`src/verilog/systolic_pkg.sv`:
```
`default_nettype none

package systolic_pkg;

    localparam int WORD_W   = 16;              // bfloat16 word
    localparam int EXP_W    = 8;
    localparam int MAN_W    = 7;               // Stored fraction, hidden one not counted
    localparam int EXP_BIAS = 127;
    localparam int EXP_MAX  = (1 << EXP_W) - 2; // Largest normal biased exponent
    localparam int BYTE_W   = 8;

    localparam int ARR_DIM       = 2;
    localparam int N_WORDS       = ARR_DIM * ARR_DIM;
    localparam int SKEW_LEN      = 2 * ARR_DIM - 1;  // Shift and deskew row length
    localparam int COMPUTE_STEPS = 6;
    localparam int STEP_W        = $clog2(COMPUTE_STEPS);

    localparam int WIDX_W      = $clog2(N_WORDS);        // Word index within one matrix
    localparam int OP_BYTES    = 4 * N_WORDS;            // A and B, two bytes per word
    localparam int OP_CNT_W    = WIDX_W + 2;
    localparam int REPLY_BYTES = 2 * N_WORDS + 2;        // Start, results, end
    localparam int REPLY_CNT_W = $clog2(REPLY_BYTES + 1);

    localparam logic [BYTE_W-1:0] FRAME_START = 8'hFE;
    localparam logic [BYTE_W-1:0] FRAME_END   = 8'hFF;

    // Frame receiver states
    localparam logic [1:0] RX_IDLE = 2'd0;
    localparam logic [1:0] RX_DATA = 2'd1;
    localparam logic [1:0] RX_TAIL = 2'd2;  // Waiting for the closing byte

    // Controller states
    localparam logic [1:0] CT_IDLE    = 2'd0;
    localparam logic [1:0] CT_LOAD    = 2'd1;
    localparam logic [1:0] CT_COMPUTE = 2'd2;
    localparam logic [1:0] CT_SEND    = 2'd3;

    typedef struct packed {
        logic             sign;
        logic [EXP_W-1:0] exp;
        logic [MAN_W-1:0] frac;
    } bf16_fields_t;

    // Same word seen raw for magnitude compares, or split into fields
    typedef union packed {
        logic [WORD_W-1:0] raw;
        bf16_fields_t      f;
    } bf16_u;

    typedef struct packed {
        bf16_u [N_WORDS-1:0] a;  // Column-major A
        bf16_u [N_WORDS-1:0] b;  // Column-major B
    } operands_t;

    typedef bf16_u [N_WORDS-1:0] results_t;  // Column-major C

    typedef struct packed {
        logic load;     // Latch weights and activations
        logic compute;  // Step enable
    } array_ctrl_t;

endpackage

`default_nettype wire
```
`src/verilog/neural_chip.sv`:
```
`timescale 1ns/100ps
`default_nettype none

module neural_chip import systolic_pkg::*; (
    input  logic              clk,
    input  logic              reset,
    input  logic              rx_valid_i,
    input  logic [BYTE_W-1:0] rx_data_i,
    input  logic              tx_ack_i,
    output logic              tx_valid_o,
    output logic [BYTE_W-1:0] tx_data_o,
    output logic              mult_done_o
);

    operands_t   operands;
    logic        operands_ready;
    logic        busy;
    array_ctrl_t array_ctrl;
    results_t    results;

    frame_receiver u_frame_receiver (
        .clk              (clk),
        .reset            (reset),
        .rx_valid_i       (rx_valid_i),
        .rx_data_i        (rx_data_i),
        .busy_i           (busy),
        .operands_o       (operands),
        .operands_ready_o (operands_ready)
    );

    matmul_controller u_matmul_controller (
        .clk              (clk),
        .reset            (reset),
        .operands_ready_i (operands_ready),
        .done_i           (mult_done_o),
        .results_i        (results),
        .tx_ack_i         (tx_ack_i),
        .ctrl_o           (array_ctrl),
        .busy_o           (busy),
        .tx_valid_o       (tx_valid_o),
        .tx_data_o        (tx_data_o)
    );

    systolic_array u_systolic_array (
        .clk        (clk),
        .reset      (reset),
        .ctrl_i     (array_ctrl),
        .operands_i (operands),
        .results_o  (results),
        .done_o     (mult_done_o)  // Array done goes straight out
    );

endmodule

`default_nettype wire

```
`src/verilog/matmul_controller.sv`:
```
`timescale 1ns/100ps
`default_nettype none

module matmul_controller import systolic_pkg::*; (
    input  logic              clk,
    input  logic              reset,
    input  logic              operands_ready_i,
    input  logic              done_i,
    input  results_t          results_i,
    input  logic              tx_ack_i,      // Transmitter free
    output array_ctrl_t       ctrl_o,
    output logic              busy_o,
    output logic              tx_valid_o,
    output logic [BYTE_W-1:0] tx_data_o
);

    logic [1:0]             ct_state;
    logic [REPLY_CNT_W-1:0] byte_idx;   // Reply bytes already issued
    logic [REPLY_CNT_W-1:0] res_idx;    // Position within the result bytes
    logic [WIDX_W-1:0]      word_sel;
    logic [BYTE_W-1:0]      next_byte;
    logic                   reply_done;

    assign ctrl_o.load    = (ct_state == CT_LOAD);     // Exactly one cycle
    assign ctrl_o.compute = (ct_state == CT_COMPUTE);

    // Busy already in the ready cycle so no new frame slips in
    assign busy_o = (ct_state != CT_IDLE) || operands_ready_i;

    assign res_idx    = byte_idx - REPLY_CNT_W'(1);
    assign word_sel   = res_idx[WIDX_W:1];
    assign reply_done = (byte_idx == REPLY_CNT_W'(REPLY_BYTES));

    // Start byte, C00..C11 high then low, end byte
    always_comb begin
        if (byte_idx == '0) begin
            next_byte = FRAME_START;
        end else if (byte_idx == REPLY_CNT_W'(REPLY_BYTES - 1)) begin
            next_byte = FRAME_END;
        end else if (!res_idx[0]) begin
            next_byte = results_i[word_sel].raw[WORD_W-1 -: BYTE_W];
        end else begin
            next_byte = results_i[word_sel].raw[BYTE_W-1:0];
        end
    end

    always_ff @(posedge clk or negedge reset) begin
        if (!reset) begin
            ct_state   <= CT_IDLE;
            byte_idx   <= '0;
            tx_valid_o <= 1'b0;
            tx_data_o  <= '0;
        end else begin
            tx_valid_o <= 1'b0;
            case (ct_state)
                CT_IDLE: begin
                    if (operands_ready_i) ct_state <= CT_LOAD;
                end
                CT_LOAD: begin
                    ct_state <= CT_COMPUTE;
                    byte_idx <= '0;
                end
                CT_COMPUTE: begin
                    if (done_i) ct_state <= CT_SEND;  // Results captured in the array
                end
                CT_SEND: begin
                    if (reply_done) begin
                        ct_state <= CT_IDLE;  // End byte is on the bus this cycle
                    end else if (tx_ack_i && !tx_valid_o) begin
                        tx_valid_o <= 1'b1;
                        tx_data_o  <= next_byte;
                        byte_idx   <= byte_idx + REPLY_CNT_W'(1);
                    end
                end
                default: ct_state <= CT_IDLE;
            endcase
        end
    end

endmodule

`default_nettype wire

```
`src/verilog/frame_receiver.sv`:
```
`timescale 1ns/100ps
`default_nettype none

module frame_receiver import systolic_pkg::*; (
    input  logic              clk,
    input  logic              reset,
    input  logic              rx_valid_i,        // One pulse per byte
    input  logic [BYTE_W-1:0] rx_data_i,
    input  logic              busy_i,            // Core still working on the last frame
    output operands_t         operands_o,
    output logic              operands_ready_o
);

    logic [1:0]          rx_state;
    logic [OP_CNT_W-1:0] byte_cnt;   // Operand byte position in the frame
    logic                take;
    logic [WIDX_W-1:0]   word_sel;
    logic                sel_b;      // Second half of the frame holds B
    logic                hi_byte;    // High byte comes first

    assign take     = rx_valid_i && !busy_i;
    assign word_sel = byte_cnt[WIDX_W:1];
    assign sel_b    = byte_cnt[OP_CNT_W-1];
    assign hi_byte  = !byte_cnt[0];

    always_ff @(posedge clk or negedge reset) begin
        if (!reset) begin
            rx_state         <= RX_IDLE;
            byte_cnt         <= '0;
            operands_ready_o <= 1'b0;
        end else begin
            operands_ready_o <= 1'b0;  // Single cycle pulse
            if (take) begin
                case (rx_state)
                    RX_IDLE: begin
                        if (rx_data_i == FRAME_START) begin  // Anything else is noise
                            rx_state <= RX_DATA;
                            byte_cnt <= '0;
                        end
                    end
                    RX_DATA: begin
                        byte_cnt <= byte_cnt + OP_CNT_W'(1);
                        if (byte_cnt == OP_CNT_W'(OP_BYTES - 1)) begin
                            rx_state <= RX_TAIL;
                        end
                    end
                    RX_TAIL: begin
                        if (rx_data_i == FRAME_END) begin
                            rx_state         <= RX_IDLE;
                            operands_ready_o <= 1'b1;
                        end
                    end
                    default: rx_state <= RX_IDLE;
                endcase
            end
        end
    end

    // Operand bank
    always_ff @(posedge clk) begin
        if (take && rx_state == RX_DATA) begin
            if (!sel_b) begin
                if (hi_byte) operands_o.a[word_sel].raw[WORD_W-1 -: BYTE_W] <= rx_data_i;
                else         operands_o.a[word_sel].raw[BYTE_W-1:0] <= rx_data_i;
            end else begin
                if (hi_byte) operands_o.b[word_sel].raw[WORD_W-1 -: BYTE_W] <= rx_data_i;
                else         operands_o.b[word_sel].raw[BYTE_W-1:0] <= rx_data_i;
            end
        end
    end

endmodule

`default_nettype wire

```
`src/verilog/systolic_array.sv`:
```
`timescale 1ns/100ps
`default_nettype none

module systolic_array import systolic_pkg::*; (
    input  logic        clk,
    input  logic        reset,
    input  array_ctrl_t ctrl_i,
    input  operands_t   operands_i,
    output results_t    results_o,
    output logic        done_o
);

    bf16_u [SKEW_LEN-1:0] act_q [ARR_DIM];  // Skewed activation rows, entry 0 feeds the array
    bf16_u [ARR_DIM-1:0]  dsk_q [SKEW_LEN]; // Bottom partial sums, one stage per step
    bf16_u                west  [ARR_DIM][ARR_DIM];
    bf16_u                north [ARR_DIM][ARR_DIM];
    bf16_u                east  [ARR_DIM][ARR_DIM];
    bf16_u                south [ARR_DIM][ARR_DIM];
    logic  [STEP_W-1:0]   step_cnt;
    logic                 step;
    logic                 last_step;

    // Controller keeps compute up one cycle past done, that cycle is dropped
    assign step      = ctrl_i.compute && !done_o;
    assign last_step = step && (step_cnt == STEP_W'(COMPUTE_STEPS - 1));

    for (genvar r = 0; r < ARR_DIM; r++) begin : g_row
        for (genvar c = 0; c < ARR_DIM; c++) begin : g_col
            if (c == 0) begin : g_west_edge
                assign west[r][c] = act_q[r][0];
            end else begin : g_west_link
                assign west[r][c] = east[r][c-1];
            end
            if (r == 0) begin : g_north_edge
                assign north[r][c] = '0;  // Sums start from zero at the top
            end else begin : g_north_link
                assign north[r][c] = south[r-1][c];
            end

            proc_element u_pe (
                .clk       (clk),
                .reset     (reset),
                .load_i    (ctrl_i.load),
                .compute_i (step),
                .weight_i  (operands_i.b[c*ARR_DIM+r]),  // B(r,c), column-major
                .west_i    (west[r][c]),
                .north_i   (north[r][c]),
                .east_o    (east[r][c]),
                .south_o   (south[r][c])
            );
        end
    end

    // Step counter and done flag
    always_ff @(posedge clk or negedge reset) begin
        if (!reset) begin
            step_cnt <= '0;
            done_o   <= 1'b0;
        end else if (ctrl_i.load) begin
            step_cnt <= '0;
            done_o   <= 1'b0;
        end else if (last_step) begin
            step_cnt <= '0;
            done_o   <= 1'b1;  // Held until the next load
        end else if (step) begin
            step_cnt <= step_cnt + STEP_W'(1);
        end
    end

    always_ff @(posedge clk) begin
        if (ctrl_i.load) begin
            for (int r = 0; r < ARR_DIM; r++) begin
                act_q[r] <= '0;
                for (int k = 0; k < ARR_DIM; k++) begin
                    act_q[r][k+r] <= operands_i.a[r*ARR_DIM+k];  // Row r delayed by r
                end
            end
        end else if (step) begin
            for (int r = 0; r < ARR_DIM; r++) begin
                for (int j = 0; j < SKEW_LEN - 1; j++) begin
                    act_q[r][j] <= act_q[r][j+1];
                end
                act_q[r][SKEW_LEN-1] <= '0;
            end
            for (int c = 0; c < ARR_DIM; c++) begin
                dsk_q[0][c] <= south[ARR_DIM-1][c];
            end
            for (int i = 1; i < SKEW_LEN; i++) begin
                dsk_q[i] <= dsk_q[i-1];
            end
        end
        // C(k,c) leaves column c after step k+c+ARR_DIM-1, older ones sit deeper
        if (last_step) begin
            for (int c = 0; c < ARR_DIM; c++) begin
                for (int k = 0; k < ARR_DIM; k++) begin
                    results_o[c*ARR_DIM+k] <= dsk_q[COMPUTE_STEPS-ARR_DIM-2-k-c][c];
                end
            end
        end
    end

endmodule

`default_nettype wire

```
`src/verilog/proc_element.sv`:
```
`timescale 1ns/100ps
`default_nettype none

module proc_element import systolic_pkg::*; (
    input  logic  clk,
    input  logic  reset,
    input  logic  load_i,     // Weight capture
    input  logic  compute_i,  // One array step
    input  bf16_u weight_i,
    input  bf16_u west_i,     // Activation in
    input  bf16_u north_i,    // Partial sum in
    output bf16_u east_o,
    output bf16_u south_o
);

    bf16_u weight_q;  // Stationary for the whole run
    bf16_u prod;
    bf16_u psum;

    bf16_mul u_mul (.a_i(west_i), .b_i(weight_q), .prod_o(prod));
    bf16_add u_add (.a_i(north_i), .b_i(prod), .sum_o(psum));

    always_ff @(posedge clk or negedge reset) begin
        if (!reset) begin
            weight_q <= '0;
            east_o   <= '0;
            south_o  <= '0;
        end else begin
            if (load_i) begin
                weight_q <= weight_i;
            end
            if (compute_i) begin
                east_o  <= west_i;  // Activation moves on unchanged
                south_o <= psum;    // north + west * weight
            end
        end
    end

endmodule

`default_nettype wire

```
`src/verilog/bf16_add.sv`:
```
`timescale 1ns/100ps
`default_nettype none

module bf16_add import systolic_pkg::*; (
    input  bf16_u a_i,
    input  bf16_u b_i,
    output bf16_u sum_o
);

    bf16_u            big;        // Larger magnitude operand
    bf16_u            small_op;
    logic [EXP_W-1:0] exp_diff;
    logic [MAN_W:0]   sig_big;
    logic [MAN_W:0]   sig_small;  // Aligned to the big exponent
    logic [MAN_W+1:0] sig_sum;    // One bit for the carry out
    logic             same_sign;
    logic             exc;

    // Swap on raw magnitude with the sign bit left out
    assign {big, small_op} = (a_i.raw[WORD_W-2:0] < b_i.raw[WORD_W-2:0]) ?
                             {b_i, a_i} : {a_i, b_i};

    assign exp_diff = big.f.exp - small_op.f.exp;

    // Hidden one only for a nonzero exponent so zero partial sums stay zero
    assign sig_big   = {|big.f.exp, big.f.frac};
    assign sig_small = {|small_op.f.exp, small_op.f.frac} >> exp_diff;  // Truncating alignment

    assign same_sign = (big.f.sign == small_op.f.sign);
    assign sig_sum   = same_sign ? ({1'b0, sig_big} + {1'b0, sig_small}) : '0;

    assign exc = (&big.f.exp) | (&small_op.f.exp);  // Inf or NaN on either side

    always_comb begin
        sum_o.f.sign = big.f.sign;
        if (sig_sum[MAN_W+1]) begin
            sum_o.f.exp  = big.f.exp + EXP_W'(1);  // Carry renormalises one place
            sum_o.f.frac = sig_sum[MAN_W:1];
        end else begin
            sum_o.f.exp  = big.f.exp;
            sum_o.f.frac = sig_sum[MAN_W-1:0];
        end
        if (exc) begin
            sum_o.raw = '0;
        end
    end

endmodule

`default_nettype wire

```
`src/verilog/bf16_mul.sv`:
```
`timescale 1ns/100ps
`default_nettype none

module bf16_mul import systolic_pkg::*; (
    input  bf16_u a_i,
    input  bf16_u b_i,
    output bf16_u prod_o
);

    logic [2*MAN_W+1:0] sig_prod;      // Full product of the two 8-bit significands
    logic               carry;         // Product landed in [2,4)
    logic [MAN_W-1:0]   frac;
    logic [EXP_W+1:0]   exp_sum;       // Two extra bits so the range check cannot wrap
    logic [EXP_W+1:0]   exp_res;
    logic               zero_in;
    logic               out_of_range;

    // Hidden one restored on both sides
    assign sig_prod = {1'b1, a_i.f.frac} * {1'b1, b_i.f.frac};
    assign carry    = sig_prod[2*MAN_W+1];

    // Fraction taken just below the leading one, low bits dropped
    assign frac = carry ? sig_prod[2*MAN_W -: MAN_W] : sig_prod[2*MAN_W-1 -: MAN_W];

    assign exp_sum = {2'b00, a_i.f.exp} + {2'b00, b_i.f.exp} + {{(EXP_W+1){1'b0}}, carry};
    assign exp_res = exp_sum - (EXP_W+2)'(EXP_BIAS);  // Remove the doubled bias

    assign zero_in = (a_i.f.exp == '0) || (b_i.f.exp == '0);

    // Biased result exponent has to stay within 1..EXP_MAX
    assign out_of_range = (exp_sum <= (EXP_W+2)'(EXP_BIAS)) ||
                          (exp_sum > (EXP_W+2)'(EXP_BIAS + EXP_MAX));

    always_comb begin
        prod_o.f.sign = a_i.f.sign ^ b_i.f.sign;
        prod_o.f.exp  = exp_res[EXP_W-1:0];
        prod_o.f.frac = frac;
        if (zero_in) begin
            prod_o.raw = '0;          // Any zero exponent input gives a clean zero
        end else if (out_of_range) begin
            prod_o.f.exp  = '1;       // Saturate to infinity, sign kept
            prod_o.f.frac = '0;
        end
    end

endmodule

`default_nettype wire

```
`config.mk`:
```
export PLATFORM = sky130hd
export DESIGN_NAME = neural_chip
export DESIGN_NICKNAME = d
export VERILOG_FILES = /design/src/verilog/systolic_pkg.sv /design/src/verilog/neural_chip.sv /design/src/verilog/matmul_controller.sv /design/src/verilog/frame_receiver.sv /design/src/verilog/systolic_array.sv /design/src/verilog/proc_element.sv /design/src/verilog/bf16_add.sv /design/src/verilog/bf16_mul.sv
export SDC_FILE = /design/constraint.sdc
export NUM_CORES = 2
export LEC_CHECK = 0
export ABC_AREA = 1
export BUFFER_PORTS_ARGS = -buffer_cell sky130_fd_sc_hd__buf_2
export CORE_MARGIN = 3
export CORE_UTILIZATION = 45
export DETAILED_ROUTE_END_ITERATION = 12
export SLEW_MARGIN = 20
export SYNTH_ARGS = -nofsm -noshare
export SYNTH_HDL_FRONTEND = slang
export SYNTH_HIERARCHICAL = 1
export SYNTH_SLANG_ARGS = --single-unit
```
`constraint.sdc`:
```
create_clock -name clk -period 11.45 [get_ports clk]
set_clock_uncertainty 0.2 [all_clocks]
set_input_delay 2.29 -clock clk [delete_from_list [all_inputs] [get_ports clk]]
set_output_delay 2.29 -clock clk [all_outputs]
set_load 0.05 [all_outputs]
```
; ---- Word level (Yosys, flattened, before mapping)
; Memories as Yosys holds them, arrays and structs flattened. A register that Yosys moved wholly into a read port is not among the register bits.
; Index checks and enable logic that the tools add are counted.
[word_totals]
regBits = 362
ramBits = 192
in_bits = 12
elab_cells = 269
mem_count = 2
[memory_table]
columns = name, depth, word_bits, read_ports, rd_ports_with_merged_regs, wr, line_no
row1 = u_systolic_array.act_q, 2, 48, 2, 0, 2, systolic_array.sv:13  ; bf16_u [SKEW_LEN-1:0] act_q [ARR_DIM];
row2 = u_systolic_array.dsk_q, 3, 32, 3, 1, 3, systolic_array.sv:14  ; bf16_u [ARR_DIM-1:0] dsk_q [SKEW_LEN];
[classes]
add_sub_neg = 28
mul = 4
n_lt_le_gt_ge = 15
n_eq_ne = 23
shifts = 4
muxes = 86
bitwise = 20
reduce_logical = 57
[op_table]
columns = operator, count
row1 = $bwmux 64, 4
row2 = $mux 16, 16
row3 = $mux 15, 12
row4 = $mux 32, 4
row5 = $mux 64, 2
row6 = $add 8x8->9, 8
row7 = $demux 16 s2, 2
row8 = $logic_not 8->1, 8
row9 = $mul 8x8->16, 4
row10 = $reduce_and 8->1, 8
row11 = $reduce_or 8->1, 8
row12 = $add 9x1->10, 4
row13 = $gt 10x9->1 const B, 4
row14 = $le 10x7->1 const B, 4
row15 = $mux 9, 4
row16 = $add 8x1->8 const B, 4
row17 = $bmux 16 s2, 1
row18 = $mux 8, 4
row19 = $shr 8x8->8, 4
row20 = $sub 8x7->8 const B, 4
row21 = $sub 8x8->8, 4
row22 = $lt 1x15->1 const A, 2
row23 = $lt 15x15->1, 2
row24 = $mux 7, 4
row25 = other kinds (33), 116

; ---- Depth between registers and ports, before layout
; An unclocked memory read counts as a cell.
[logic_depth]
depth_word = 15
depth_mapped = 84
ltp_nobuf = 82

; ---- Modules after synthesis
; The synthesis kept the hierarchy.
[modules_own_cells]
columns = mod, instances, cells_per_inst, area_each_um2, seq_area_each_um2
row1 = bf16_add, 4, 408, 2084.5, 0.0
row2 = systolic_array, 1, 503, 7806.2, 6666.4
row3 = proc_element, 4, 204, 1905.6, 1201.2
row4 = frame_receiver, 1, 298, 4729.5, 4018.9
row5 = bf16_mul (u_systolic_array.g_row[1].g_col[0].u_pe.u_mul), 1, 473, 3099.2, 0.0
row6 = bf16_mul (u_systolic_array.g_row[0].g_col[1].u_pe.u_mul), 1, 473, 3047.9, 0.0
row7 = bf16_mul (u_systolic_array.g_row[1].g_col[1].u_pe.u_mul), 1, 468, 3017.9, 0.0
row8 = bf16_mul (u_systolic_array.g_row[0].g_col[0].u_pe.u_mul), 1, 474, 2982.9, 0.0
row9 = matmul_controller, 1, 285, 1584.0, 375.4

; ---- Worst setup path before layout
; OpenSTA, ideal clock, no wires.
[synth_path]
path_kind = reg2reg
from = memory u_systolic_array/act_q[1][2] (netlist name)
to = register u_systolic_array/g_row[1].g_col[0].u_pe/south_o[11] (netlist name)
setup_time_ns = 0.116
t_arrival_ns = 10.964
t_required_ns = 11.134
slack_ns = 0.169
path_stages_with_launch = 74
n_path_buf = 3
period_less_slack_ns = 11.281
cell_sequence = edfxtp_1 clkbuf_1 inv_1 fa_1 inv_1 fa_1 fa_1 inv_1 fa_1 inv_1 ha_1 nand2_1 o21ai_1 a21oi_2 nand2_2 nand2_2 nand2_4 fa_1 [38 not listed] nor2_1 nor2_1 nor2_1 nor2_1 nor2_1 o21bai_1 nand2_1 nand2_1 a21oi_1 nor2_2 clkinv_1 nor2_1 inv_1 nor2_1 a21oi_1 o21a_1 nand2_1 nand2_1
[synth_rtl]
columns = item, line_no
row1 = start: declaration, systolic_array.sv:13
row2 = end signal: assignment, proc_element.sv:34  ; south_o <= psum;
row3 = end: declaration, proc_element.sv:13  ; output bf16_u south_o

==> metrics.log <==
INFO  metric die_area = ~95000 um2
INFO  metric clock_tree.root_cell = sky130_fd_sc_hd__clkbuf_16
INFO  metric cts_tree = yes
INFO  metric route.final.wire_length = around 100000 um
INFO  metric cts.hold.buffers_added = 0
INFO  metric grt_antenna_before_repair = 1
INFO  metric critPathArrivalTime = roughly 11 ns
INFO  metric crit_fanout = 7
INFO  metric floorplan.rows = 110
INFO  metric finalMaxSlewViolations = 0
INFO  metric cap_violations = 0
INFO  metric grt_pass1_wl = roughly 160000 um
INFO  metric chipHeight = around 300 um
INFO  metric num-nets-final = a little over 6000
INFO  metric initial_util = 45.51%
INFO  metric cts.clk_slew.worst_paths = approximately 0.060 ns
INFO  metric final_layout_size_suffix_gt1_share = between 20% and 30%
INFO  metric timing.final.crit_share = 96.73%
INFO  metric wire_per_inst = 14.48 um
INFO  metric path_class = reg2reg
INFO  metric dp_cells = around 6700
INFO  metric numClockSinks = about 540
INFO  metric period_minus_slack = 11.08 ns
INFO  metric area_delta_synth_final = 21.06%
INFO  metric setup_violations = 0
INFO  metric ant_nets = 0
INFO  metric synth_cells = approximately 5300
INFO  metric fin_area = 49660 um2
INFO  metric detailedRoute.firstIterationViolations = roughly 2200
INFO  metric hold_path_class = reg2reg
INFO  metric io_buffer_count = 21
INFO  metric layout.area.seq = 15090 um2
INFO  metric worst_slew_margin_rel = between 30% and 40%
INFO  metric globalplace.congestion = approximately 0.90
INFO  metric category_of_the_worst_setup_path_launch_point = flop
INFO  metric clockBufferDepth = 3
INFO  metric placeableCoreArea = ~90000 um2
INFO  metric grt_setup_unrepaired = yes
INFO  metric clk-insertion-delay-late = slightly above 0.6 ns
INFO  metric synth.avg_cell_area = 7.755 um2
INFO  metric detailed_place_hpwl = between 70000 and 80000 um
INFO  metric required_time_at_the_endpoint_of_the_critical_path = between 10 and 15 ns
INFO  metric regToRegStartpoint = u_systolic_array/act_q[1][3]
INFO  metric fillers = between 8000 and 9000
INFO  metric dr.pass1.iters = 9
INFO  metric vias_per_cell = 4.893
INFO  metric area_of_placed_instances = 44010 um2
INFO  metric total_number_of_yosys_warnings = 6
INFO  metric global_route.usage.total = about a fifth
INFO  metric die_width = between 300 and 400 um
INFO  metric finish.cell_count_without_fillers = about 7000
INFO  metric timing.critical_path.to_type = flop
INFO  metric finalCoreUtilization = between 50% and 60%
INFO  metric worstHoldStart = u_systolic_array/dsk_q[2][8]
INFO  metric overflow = 0
INFO  metric busiest_layer = met2
INFO  metric drt_drc_violations_left = 0
INFO  metric io_pins = 22
INFO  metric global_routing_usage_on_met3 = under 10%
INFO  metric clock_tree.htree_level_count = 2
INFO  metric routed-via-count = between 30000 and 40000
INFO  metric timing.critical_path.from = u_systolic_array/act_q[1][3]
INFO  metric insertedDiodeCount = 0
INFO  metric use_met1 = roughly 29%
INFO  metric fmax = around 90 MHz
INFO  metric slowest_delay = roughly 0.58 ns
INFO  metric timing_worst_slew_pin_value = between 1 and 1.5 ns
INFO  metric first_global_vias = 31310
INFO  metric run_status = complete, no violations
INFO  metric grt_max_degree = approximately 100
INFO  metric globalRouteMet2Util = roughly 34%
INFO  metric multi_input_comb_area = approximately 24000 um2
INFO  metric cts_buffers = 56
INFO  metric timing.final.hold_violations = 0
INFO  metric slowest_stage_cell_crit_path = sky130_fd_sc_hd__fa_1
INFO  metric synthesis.area = 41020 um2
[layout make-up]
| class | count | share of cell area (%) |
|---|---|---|
| repair buffers | 430 | 6.883 |
| flip-flops and latches | 538 | 30.38 |
| well taps | 1176 | 2.963 |
| multi-input cells | 3839 | 49.08 |
| clock buffers | 69 | 3.003 |
| inverters | 897 | 6.911 |
| clock inverters | 36 | 0.7860 |
[final timing paths]
kind,endpoint,slack [ns],depth (start not counted)
max,flop,0.37,70
max reg2reg,flop,0.37,70
min in group asynchronous,async pin,1.44,1
min reg2reg,u_systolic_array/results_o[8],0.21,0
min,u_systolic_array/results_o[8],0.21,0
max in group asynchronous,async pin,8.18,2
[state kept, by name (all words and copies together) (netlist names), 4 cells and up]
| name | flops |
|---|---|
| u_frame_receiver/operands_o | 128 |
| u_systolic_array/act_q | 80 |
| u_systolic_array/dsk_q | 80 |
| u_systolic_array/g_row.g_col.u_pe/south_o | 64 |
| u_systolic_array/g_row.g_col.u_pe/weight_q | 64 |
| u_systolic_array/results_o | 64 |
| u_systolic_array/g_row.g_col.u_pe/east_o | 32 |
| u_matmul_controller/tx_data_o | 8 |
| u_frame_receiver/byte_cnt | 4 |
| u_matmul_controller/byte_idx | 4 |
[metrics by stage]
stage / worst slack (ns) / hold WS [ns] / TNS [ns]
floorplan: 0.1693 / 0.2003 / 0
global placement: -0.07552 / 0.2003 / -0.1092
detailed placement: -0.2370 / 0.2045 / -1.180
CTS: -0.0007150 / 0.2165 / -0.0007150
global route: -0.3312 / 0.2212 / -5.417
finish: 0.3742 / 0.2142 / 0
[placed cells by master (no fill, tap or decap), types with 24 or more instances in the layout]
cell type,instances
sky130_fd_sc_hd__edfxtp_1,336
sky130_fd_sc_hd__nand2_1,1659
sky130_fd_sc_hd__nor2_1,343
sky130_fd_sc_hd__xor2_1,34
sky130_fd_sc_hd__fa_1,140
sky130_fd_sc_hd__nand3b_1,28
sky130_fd_sc_hd__nand3_2,46
sky130_fd_sc_hd__conb_1,96
sky130_fd_sc_hd__inv_1,779
sky130_fd_sc_hd__nand2_2,275
sky130_fd_sc_hd__nand2_4,44
sky130_fd_sc_hd__buf_4,377
sky130_fd_sc_hd__nor4_1,29
sky130_fd_sc_hd__nor3_1,24
sky130_fd_sc_hd__a21oi_1,139
sky130_fd_sc_hd__nor2_2,36
sky130_fd_sc_hd__ha_1,207
sky130_fd_sc_hd__clkbuf_16,61
sky130_fd_sc_hd__nand3_1,201
sky130_fd_sc_hd__dfrtp_1,168
sky130_fd_sc_hd__inv_2,101
sky130_fd_sc_hd__nand4_1,65
sky130_fd_sc_hd__a21oi_2,45
sky130_fd_sc_hd__o21ai_0,134
sky130_fd_sc_hd__nor2_4,35
sky130_fd_sc_hd__ha_4,62
[timing repair]
action	CTS	global route
endpoints found under the hold margin	0	0
buffers inserted	12	138
setup endpoints to repair	20	60
pin swaps	6	312
gates cloned	1	10
resized for setup	23	611
[critical path, delay by kind of cell (launching register included)]
| kind | cells | cell delay, ns |
|---|---|---|
| compound gates | 8 | 1.06 |
| flops | 1 | 0.48 |
| buf+inv | 11 | 0.92 |
| simple gates | 40 | 4.05 |
| fa+ha+maj | 11 | 4.24 |
[layer usage]
| metal | vias up | share of wire, % |
|---|---|---|
| met5 | - | 0 |
| met4 | 0 | 2.0 |
| met3 | 122 | 3.9 |
| met2 | 624 | 48 |
| met1 | 15970 | 46 |
| li1 | 17470 | - |
Power is left out: the tool's default activity adds up to more than one toggle a clock period on the data nets, which glitch-free logic cannot reach.
